===== config.mk =====
export PLATFORM = sky130hd
export DESIGN_NAME = store_unit_top
export DESIGN_NICKNAME = d
export VERILOG_FILES = /design/src/common/sb_pkg.sv /design/src/store_buffer/sb_entries.sv /design/src/store_buffer/sb_forward.sv /design/src/store_buffer/sb_drain_fsm.sv /design/src/store_buffer/sb_occupancy.sv /design/src/hdl/store_unit_top.sv
export SDC_FILE = /design/constraint.sdc
export NUM_CORES = 2
export LEC_CHECK = 0
export BUFFER_PORTS_ARGS = -buffer_cell sky130_fd_sc_hd__buf_4
export CORE_MARGIN = 1.5
export CORE_UTILIZATION = 45
export DETAILED_ROUTE_END_ITERATION = 7
export GPL_ROUTABILITY_DRIVEN = 0
export PLACE_DENSITY = 0.69
export SLEW_MARGIN = 20
export SYNTH_ARGS = -nofsm -noshare
export SYNTH_HDL_FRONTEND = slang
export SYNTH_SLANG_ARGS = --single-unit

===== constraint.sdc =====
create_clock -name clk -period 30.2 [get_ports clk]
set_input_delay 6.04 -clock clk [delete_from_list [all_inputs] [get_ports clk]]
set_output_delay 6.04 -clock clk [all_outputs]
set_load 0.01 [all_outputs]

===== src/common/sb_pkg.sv =====
package sb_pkg;

    // Buffer geometry
    localparam int SB_DEPTH = 8;
    localparam int SB_IDX_W = 3;
    localparam int SB_CNT_W = 4;    // Holds 0 to SB_DEPTH

    typedef logic [31:0] addr_t;
    typedef logic [31:0] word_t;
    typedef logic [3:0]  strb_t;    // One bit per byte lane
    typedef logic [31:0] tag_t;     // Larger is younger
    typedef logic [2:0]  size_t;    // funct3 of the access

    typedef logic [SB_IDX_W-1:0] idx_t;
    typedef logic [SB_CNT_W-1:0] cnt_t;

    // funct3 codes for loads and stores
    localparam size_t SIZE_B  = 3'd0;
    localparam size_t SIZE_H  = 3'd1;
    localparam size_t SIZE_W  = 3'd2;
    localparam size_t SIZE_BU = 3'd4;
    localparam size_t SIZE_HU = 3'd5;

    // AXI write master states
    typedef enum logic [1:0] {
        DRAIN_IDLE,
        DRAIN_SEND,
        DRAIN_RESP
    } drain_state_t;

endpackage


===== src/store_buffer/sb_entries.sv =====
`timescale 1ns/1ps

module sb_entries import sb_pkg::*; (
    input  logic                                clk,
    input  logic                                reset,
    input  logic                                flush,
    input  logic                                alloc,
    input  tag_t                                store_tag,
    input  addr_t                               store_addr,
    input  size_t                               store_size,
    input  word_t                               store_data,
    input  logic                                commit_valid,
    input  tag_t                                commit_tag,
    input  logic                                drain_pop,
    output logic                                commit_hit,
    output cnt_t                                flush_drop_count,
    output logic [SB_DEPTH-1:0]                 ent_valid,
    output logic [SB_DEPTH*$bits(tag_t)-1:0]    ent_tag,
    output logic [SB_DEPTH*$bits(addr_t)-1:0]   ent_addr,
    output logic [SB_DEPTH*$bits(word_t)-1:0]   ent_data,
    output logic [SB_DEPTH*$bits(strb_t)-1:0]   ent_strb,
    output logic                                head_committed,
    output addr_t                               head_addr,
    output word_t                               head_data,
    output strb_t                               head_strb
);

    tag_t  tag_q  [SB_DEPTH];
    addr_t addr_q [SB_DEPTH];
    word_t data_q [SB_DEPTH];
    strb_t strb_q [SB_DEPTH];

    logic [SB_DEPTH-1:0] valid_q;
    logic [SB_DEPTH-1:0] committed_q;
    logic [SB_DEPTH-1:0] valid_n;
    logic [SB_DEPTH-1:0] committed_n;
    logic [SB_DEPTH-1:0] cmatch;
    logic [SB_DEPTH-1:0] keep;
    idx_t                head;
    idx_t                tail;
    idx_t                head_n;
    idx_t                tail_n;
    cnt_t                kept_cnt;
    cnt_t                drop_cnt;
    strb_t               new_strb;
    word_t               new_data;

    // Lane placement of the incoming store
    always_comb begin
        case (store_size)
            SIZE_B: begin
                new_strb = strb_t'(4'b0001 << store_addr[1:0]);
                new_data = {4{store_data[7:0]}};
            end
            SIZE_H: begin
                new_strb = strb_t'(4'b0011 << store_addr[1:0]);
                new_data = {2{store_data[15:0]}};
            end
            default: begin
                new_strb = 4'b1111;     // SIZE_W
                new_data = store_data;
            end
        endcase
    end

    always_comb begin
        for (int e = 0; e < SB_DEPTH; e++) begin
            cmatch[e] = commit_valid && valid_q[e] && !committed_q[e]
                        && (tag_q[e] == commit_tag);
        end
    end

    assign commit_hit = |cmatch;
    assign keep       = valid_q & (committed_q | cmatch);  // Survives a flush

    always_comb begin
        kept_cnt = '0;
        drop_cnt = '0;
        for (int e = 0; e < SB_DEPTH; e++) begin
            if (keep[e])
                kept_cnt = kept_cnt + 1'b1;
            if (valid_q[e] && !keep[e])
                drop_cnt = drop_cnt + 1'b1;
        end
    end

    // A store arriving with the flush is younger and goes too
    assign flush_drop_count = flush ? drop_cnt + cnt_t'(alloc) : '0;

    always_comb begin
        valid_n     = flush ? keep : valid_q;
        committed_n = committed_q | cmatch;
        head_n      = head;
        tail_n      = tail;
        if (drain_pop) begin
            valid_n[head]     = 1'b0;
            committed_n[head] = 1'b0;
            head_n            = head + 1'b1;
        end
        if (flush) begin
            tail_n = head + idx_t'(kept_cnt);  // Committed entries form a prefix
        end else if (alloc) begin
            valid_n[tail]     = 1'b1;
            committed_n[tail] = 1'b0;
            tail_n            = tail + 1'b1;
        end
    end

    always_ff @(posedge clk) begin
        if (reset) begin
            valid_q     <= '0;
            committed_q <= '0;
            head        <= '0;
            tail        <= '0;
        end else begin
            valid_q     <= valid_n;
            committed_q <= committed_n;
            head        <= head_n;
            tail        <= tail_n;
        end
    end

    always_ff @(posedge clk) begin
        if (alloc && !flush) begin
            tag_q[tail]  <= store_tag;
            addr_q[tail] <= {store_addr[31:2], 2'b00};
            data_q[tail] <= new_data;
            strb_q[tail] <= new_strb;
        end
    end

    for (genvar e = 0; e < SB_DEPTH; e++) begin : g_flat
        assign ent_tag[e*$bits(tag_t) +: $bits(tag_t)]    = tag_q[e];
        assign ent_addr[e*$bits(addr_t) +: $bits(addr_t)] = addr_q[e];
        assign ent_data[e*$bits(word_t) +: $bits(word_t)] = data_q[e];
        assign ent_strb[e*$bits(strb_t) +: $bits(strb_t)] = strb_q[e];
    end

    assign ent_valid      = valid_q;
    assign head_committed = valid_q[head] && committed_q[head];
    assign head_addr      = addr_q[head];
    assign head_data      = data_q[head];
    assign head_strb      = strb_q[head];

    // The drain master may only retire a committed head
    a_pop_committed: assert property (@(posedge clk) disable iff (reset)
        drain_pop |-> valid_q[head] && committed_q[head]);

endmodule


===== src/store_buffer/sb_forward.sv =====
`timescale 1ns/1ps

module sb_forward import sb_pkg::*; (
    input  logic                                clk,
    input  logic                                reset,
    input  logic                                load_req,
    input  tag_t                                load_tag,
    input  addr_t                               load_addr,
    input  size_t                               load_size,
    input  logic [SB_DEPTH-1:0]                 ent_valid,
    input  logic [SB_DEPTH*$bits(tag_t)-1:0]    ent_tag,
    input  logic [SB_DEPTH*$bits(addr_t)-1:0]   ent_addr,
    input  logic [SB_DEPTH*$bits(word_t)-1:0]   ent_data,
    input  logic [SB_DEPTH*$bits(strb_t)-1:0]   ent_strb,
    output logic                                load_done,
    output word_t                               load_data,
    output logic [1:0]                          load_cov
);

    tag_t  e_tag  [SB_DEPTH];
    word_t e_data [SB_DEPTH];
    strb_t hit    [SB_DEPTH];
    strb_t need;
    strb_t covered;
    tag_t  best_tag;
    word_t fwd_word;
    word_t shifted;
    word_t ext_word;

    always_comb begin
        case (load_size)
            SIZE_B, SIZE_BU: need = strb_t'(4'b0001 << load_addr[1:0]);
            SIZE_H, SIZE_HU: need = strb_t'(4'b0011 << load_addr[1:0]);
            default:         need = 4'b1111;
        endcase
    end

    // Older entries of the same word, masked to the lanes the load reads
    for (genvar e = 0; e < SB_DEPTH; e++) begin : g_hit
        assign e_tag[e]  = ent_tag[e*$bits(tag_t) +: $bits(tag_t)];
        assign e_data[e] = ent_data[e*$bits(word_t) +: $bits(word_t)];
        assign hit[e]    = (ent_valid[e] && (e_tag[e] < load_tag)
                           && (ent_addr[e*$bits(addr_t)+2 +: 30] == load_addr[31:2]))
                           ? ent_strb[e*$bits(strb_t) +: $bits(strb_t)] & need : '0;
    end

    // Youngest matching store wins each byte
    always_comb begin
        fwd_word = '0;
        covered  = '0;
        best_tag = '0;
        for (int b = 0; b < 4; b++) begin
            best_tag = '0;
            for (int e = 0; e < SB_DEPTH; e++) begin
                if (hit[e][b] && (!covered[b] || e_tag[e] > best_tag)) begin
                    covered[b]         = 1'b1;
                    best_tag           = e_tag[e];
                    fwd_word[8*b +: 8] = e_data[e][8*b +: 8];
                end
            end
        end
    end

    assign shifted = fwd_word >> {load_addr[1:0], 3'b000};

    always_comb begin
        case (load_size)
            SIZE_B:  ext_word = {{24{shifted[7]}}, shifted[7:0]};
            SIZE_BU: ext_word = {24'b0, shifted[7:0]};
            SIZE_H:  ext_word = {{16{shifted[15]}}, shifted[15:0]};
            SIZE_HU: ext_word = {16'b0, shifted[15:0]};
            default: ext_word = shifted;
        endcase
    end

    always_ff @(posedge clk) begin
        if (reset)
            load_done <= 1'b0;
        else
            load_done <= load_req;
    end

    always_ff @(posedge clk) begin
        if (load_req) begin
            load_data <= ext_word;
            if (covered == need)
                load_cov <= 2'd2;   // Full
            else if (|covered)
                load_cov <= 2'd1;   // Partial
            else
                load_cov <= 2'd0;
        end
    end

endmodule


===== src/store_buffer/sb_drain_fsm.sv =====
`timescale 1ns/1ps

module sb_drain_fsm import sb_pkg::*; (
    input  logic  clk,
    input  logic  reset,
    input  logic  head_committed,
    input  addr_t head_addr,
    input  word_t head_data,
    input  strb_t head_strb,
    output logic  drain_pop,
    output logic  awvalid,
    input  logic  awready,
    output addr_t awaddr,
    output logic  wvalid,
    input  logic  wready,
    output word_t wdata,
    output strb_t wstrb,
    input  logic  bvalid,
    output logic  bready,
    input  logic  [1:0] bresp
);

    drain_state_t state;
    logic         aw_done;
    logic         w_done;

    // Channel finished once its valid is low or being accepted
    assign aw_done = !awvalid || awready;
    assign w_done  = !wvalid || wready;

    assign bready    = (state == DRAIN_RESP);
    assign drain_pop = bready && bvalid;

    always_ff @(posedge clk) begin
        if (reset) begin
            state   <= DRAIN_IDLE;
            awvalid <= 1'b0;
            wvalid  <= 1'b0;
        end else begin
            case (state)
                DRAIN_IDLE: begin
                    if (head_committed) begin
                        awvalid <= 1'b1;
                        wvalid  <= 1'b1;
                        state   <= DRAIN_SEND;
                    end
                end
                DRAIN_SEND: begin
                    if (awvalid && awready)
                        awvalid <= 1'b0;
                    if (wvalid && wready)
                        wvalid <= 1'b0;
                    if (aw_done && w_done)
                        state <= DRAIN_RESP;
                end
                DRAIN_RESP: begin
                    if (bvalid)
                        state <= DRAIN_IDLE;    // Head pops on this edge
                end
                default: state <= DRAIN_IDLE;
            endcase
        end
    end

    // Write payload held for the whole transaction
    always_ff @(posedge clk) begin
        if (state == DRAIN_IDLE && head_committed) begin
            awaddr <= head_addr;
            wdata  <= head_data;
            wstrb  <= head_strb;
        end
    end

    a_aw_stable: assert property (@(posedge clk) disable iff (reset)
        awvalid && !awready |=> awvalid && $stable(awaddr));

    // Slave must return a defined response
    a_bresp_known: assert property (@(posedge clk) disable iff (reset)
        bvalid && bready |-> !$isunknown(bresp));

endmodule


===== src/store_buffer/sb_occupancy.sv =====
`timescale 1ns/1ps

module sb_occupancy import sb_pkg::*; (
    input  logic clk,
    input  logic reset,
    input  logic store_valid,
    input  logic commit_hit,
    input  logic drain_pop,
    input  cnt_t flush_drop_count,
    output logic alloc,
    output logic store_ready,
    output logic empty
);

    cnt_t total_cnt;
    cnt_t comm_cnt;

    // A slot freed this cycle is not reused until the next
    assign store_ready = (total_cnt < cnt_t'(SB_DEPTH));
    assign alloc       = store_valid && store_ready;
    assign empty       = (total_cnt == '0);

    always_ff @(posedge clk) begin
        if (reset) begin
            total_cnt <= '0;
            comm_cnt  <= '0;
        end else begin
            total_cnt <= total_cnt + cnt_t'(alloc) - cnt_t'(drain_pop) - flush_drop_count;
            comm_cnt  <= comm_cnt + cnt_t'(commit_hit) - cnt_t'(drain_pop);
        end
    end

    a_comm_le_total: assert property (@(posedge clk) disable iff (reset)
        comm_cnt <= total_cnt);

endmodule


===== src/hdl/store_unit_top.sv =====
`timescale 1ns/1ps

module store_unit_top import sb_pkg::*; (
    input  logic        clk,
    input  logic        reset,
    input  logic        store_valid,
    input  tag_t        store_tag,
    input  addr_t       store_addr,
    input  size_t       store_size,
    input  word_t       store_data,
    output logic        store_ready,
    input  logic        commit_valid,
    input  tag_t        commit_tag,
    input  logic        flush,
    input  logic        load_req,
    input  tag_t        load_tag,
    input  addr_t       load_addr,
    input  size_t       load_size,
    output logic        load_done,
    output word_t       load_data,
    output logic [1:0]  load_cov,
    output logic        empty,
    output logic        awvalid,
    input  logic        awready,
    output addr_t       awaddr,
    output logic        wvalid,
    input  logic        wready,
    output word_t       wdata,
    output strb_t       wstrb,
    input  logic        bvalid,
    output logic        bready,
    input  logic [1:0]  bresp
);

    logic                              alloc;
    logic                              commit_hit;
    logic                              drain_pop;
    cnt_t                              flush_drop_count;
    logic [SB_DEPTH-1:0]               ent_valid;
    logic [SB_DEPTH*$bits(tag_t)-1:0]  ent_tag;
    logic [SB_DEPTH*$bits(addr_t)-1:0] ent_addr;
    logic [SB_DEPTH*$bits(word_t)-1:0] ent_data;
    logic [SB_DEPTH*$bits(strb_t)-1:0] ent_strb;
    logic                              head_committed;
    addr_t                             head_addr;
    word_t                             head_data;
    strb_t                             head_strb;

    sb_occupancy u_occupancy (
        .clk, .reset, .store_valid, .commit_hit, .drain_pop,
        .flush_drop_count, .alloc, .store_ready, .empty
    );

    sb_entries u_entries (
        .clk, .reset, .flush, .alloc,
        .store_tag, .store_addr, .store_size, .store_data,
        .commit_valid, .commit_tag, .drain_pop,
        .commit_hit, .flush_drop_count,
        .ent_valid, .ent_tag, .ent_addr, .ent_data, .ent_strb,
        .head_committed, .head_addr, .head_data, .head_strb
    );

    sb_forward u_forward (
        .clk, .reset, .load_req, .load_tag, .load_addr, .load_size,
        .ent_valid, .ent_tag, .ent_addr, .ent_data, .ent_strb,
        .load_done, .load_data, .load_cov
    );

    sb_drain_fsm u_drain (
        .clk, .reset, .head_committed, .head_addr, .head_data, .head_strb,
        .drain_pop,
        .awvalid, .awready, .awaddr,
        .wvalid, .wready, .wdata, .wstrb,
        .bvalid, .bready, .bresp
    );

endmodule


==> metrics.log <==
INFO  metric route.detailed.drc = 6
INFO  metric worstSetupStartpointType = input pin
INFO  metric place.detailed.hpwl = 259.1 mm
INFO  metric path_buf_inv = 23
INFO  metric cp.arrival = 30.58 ns
INFO  metric worst_path_largest_cell_delay = ~0.6 ns
INFO  metric setup_viol = 0
INFO  metric synthToLayoutAreaGrowth = 19.49%
INFO  metric placementRows = between 150 and 200
INFO  metric dr.first_iter.drc_count = between 10000 and 15000
INFO  metric wire_per_inst = between 30 and 40 um
INFO  metric clock_tree.htree_level_count = 3
INFO  metric failing_checks = design-rule violations
INFO  metric run_status = finished with violations
INFO  metric grt_usage = 0.3666
INFO  metric max_slew.worst_pin.slew = roughly 1.3 ns
INFO  metric synth.cell_area = between 70000 and 80000 um^2
INFO  metric portbufs = between 300 and 400
INFO  metric final_hold_viol_count = 0
INFO  metric timing.critical_path.required = between 30 and 40 ns
INFO  metric post_synth_inst_count = 7392
INFO  metric final_min_period_over_clock_period = 0.9964
INFO  metric max_freq = 0.03323 GHz
INFO  metric critPathMaxFanout = 39
INFO  metric cts_max_path_buffers = 3
INFO  metric clk_transition_reported_paths = about 0.06 ns
INFO  metric register_bit_total_from_synthesis = between 900 and 1000
INFO  metric slew-limit-headroom = 0.1241
INFO  metric mostFrequentLayoutCells = sky130_fd_sc_hd__buf_4, sky130_fd_sc_hd__ha_1, sky130_fd_sc_hd__edfxtp_1
INFO  metric netlist.top_cell.by_area = sky130_fd_sc_hd__edfxtp_1
INFO  metric irDropWorstVdd = 0.00005388 V
INFO  metric rsz0062_at_grt = false
INFO  metric drive_above_1_share = 0.2445
INFO  metric cts_setup_buffers = 0
INFO  metric synth_top_flop_cell = sky130_fd_sc_hd__edfxtp_1
INFO  metric final_hold_slack = between 0.4 and 0.5 ns
INFO  metric worstSetupPathType = in -> reg
INFO  metric antenna_nets_post_route = 0
INFO  metric antenna_found_initial = 33
INFO  metric fraction_of_registers_with_async_set_reset = 0
INFO  metric cp_top_delay_family = compound AO/OA/AOI/OAI gates
INFO  metric design.die.area = between 150000 and 200000 um^2
INFO  metric post-place-ws = roughly 0.17 ns
INFO  metric critical-path-slowest-cell = sky130_fd_sc_hd__a2111oi_0
INFO  metric boundaryPins = 317
INFO  metric cts_hold_buf = 0
INFO  metric finalSetupTns = 0 ns
INFO  metric drt_pass1_iterations = 8
INFO  metric clock_insertion_delay_worst_skew = 0.79 ns
INFO  metric worstHoldPathType = reg -> reg
INFO  metric lkg_pwr = 36.60 nW
INFO  metric vias_post_dr = a little over 70000
INFO  metric largest_net_degree_at_the_start_of_global_routing = 62
INFO  metric cts_inserted_buffers = roughly 100
INFO  metric critical_path.most_common_cell = sky130_fd_sc_hd__buf_4
INFO  metric finalWorstSetupSlack = 0.1093 ns
INFO  metric die_width = between 400 and 500 um
INFO  metric yosys.area.top_type_share = 0.3381
INFO  metric start_util = 0.4522
INFO  metric synth-edff-count = 884
INFO  metric maxCapViolCount = 0
INFO  metric endpoint_kind_of_the_worst_setup_timing_path = flop
INFO  metric slew_viol_final = 0
INFO  metric first_global_vias = approximately 70000
INFO  metric finalCriticalPeriod = between 30 and 40 ns
INFO  metric final_common_cell = sky130_fd_sc_hd__buf_4
INFO  metric syn_avg_cell_area = ~11 um^2
INFO  metric cellPowerDensity = between 30 and 40 nW/um^2
INFO  metric seq_area_frac_synth = 0.3460
INFO  metric clock_sinks = around 920
INFO  metric nNetsFinal = 9861
INFO  metric die_h = between 400 and 500 um
INFO  metric via_per_inst = between 6 and 7
INFO  metric cts.root.buffer_cell = sky130_fd_sc_hd__clkbuf_16
INFO  metric reg2reg_setup_slack = 5.30 ns
INFO  metric global_route_wire_length_before_repair = 467.7 mm
INFO  metric ys_warn_count = 0
INFO  metric ys_top_cells_by_area = sky130_fd_sc_hd__edfxtp_1, sky130_fd_sc_hd__ha_1, sky130_fd_sc_hd__mux2_2
INFO  metric core-area = approximately 170000 um^2
INFO  metric netlist-cell-type-count = 109
INFO  metric wirelength = about 330 mm
INFO  metric fin_skew = roughly 0.040 ns
INFO  metric cts_tree = yes
INFO  metric grt_remaining_overflow = 0
[worst min-delay path, stage by stage (launching register included)]
cell                      delay [ns]
sky130_fd_sc_hd__dfxtp_1        0.32
sky130_fd_sc_hd__nand2_1        0.06
sky130_fd_sc_hd__a21oi_1        0.05
[cell type report]
type                    count  area [um^2]
fillers                 14930        79820
multi-input cells        5818        48930
flip-flops and latches    915        27180
repair buffers           1273         9981
well taps                2325         2909
clock buffers             108         2532
inverters                 375         1413
clock inverters            75        824.5
diodes                     19        47.55
[through the flow]
stage                     cell area, um^2  total power, mW  instances    util
after global routing                93780            3.108      10890  0.5401
after detailed placement            90290            1.771      10700  0.5200
after floorplan                     78520            1.628       7393       -
after global placement              90290            1.760      10700  0.5200
after CTS                           93650            3.034      10880  0.5394
final                               93810            3.041      10910  0.5403
[metal layers]
layer	up-vias	wire length [um]	global-route usage
li1	30560	-	-
met1	34340	115700	0.4427
met2	5172	139400	0.5417
met3	1412	44450	0.1100
met4	30	33080	0.2925
met5	-	230	0.007654
[cell usage after synthesis, drive strengths merged, types with 16 or more instances]
master and instances:
a2111oi 41, a211o 20, a211oi 62, a21o 202, a21oi 469, a221oi 24, a31oi 63, and2 29
and3 30, and4 20, buf 146, clkbuf 141, dfxtp 31, edfxtp 884, ha 1166, inv 374
mux2 433, mux2i 207, mux4 136, nand2 545, nand2b 42, nand3 110, nand4 300, nor2 376
nor2b 53, nor3 91, nor4 86, o211ai 45, o21a 194, o21ai 234, o221ai 17, o22ai 20
o31ai 16, or2 20, xnor2 363, xor2 157
[flip-flops by register name, indices dropped and copies added, names as in the netlist, 4 cells and up]
| signal | count |
|---|---|
| u_occupancy.total_cnt | 4 |
| u_entries.data_q | 256 |
| u_entries.committed_q | 8 |
| u_entries.ent_valid | 8 |
| u_drain.awaddr | 30 |
| u_entries.strb_q | 32 |
| u_drain.wdata | 32 |
| u_forward.load_data | 32 |
| u_entries.addr_q | 240 |
| u_drain.wstrb | 4 |
| u_entries.tag_q | 256 |
[path summary, 6_finish.rpt]
path | start | cells after the start | end
min | u_drain.awvalid$_SDFFE_PP0P_ | 2 | u_drain.awvalid$_SDFFE_PP0P_
min reg2reg | u_drain.awvalid$_SDFFE_PP0P_ | 2 | u_drain.awvalid$_SDFFE_PP0P_
max reg2reg | u_entries.tag_q[0][31]$_DFFE_PP_ | 94 | u_forward.load_data[12]$_DFFE_PP_
max | load_tag[31] | 96 | u_forward.load_data[12]$_DFFE_PP_
[where the power goes]
group	switching, mW	internal (mW)
sequential	0.0282	1.42
clock	0.559	0.721
combinational	0.199	0.112
[logic make-up after synthesis]
family	share of synthesized area
xor+xnor	0.05841
flops	0.3460
fa+ha+maj	0.1868
mux	0.1275
buf+inv	0.03449
compound gates	0.1367
simple gates	0.1100
other cells	0.00004776
[timing repair]
item                                    CTS  global route
endpoints found under the hold margin     0             0
gates resized for setup                   0             8
endpoints found under the setup margin    0            32
Note: power is estimated with default switching activity, not from simulation.
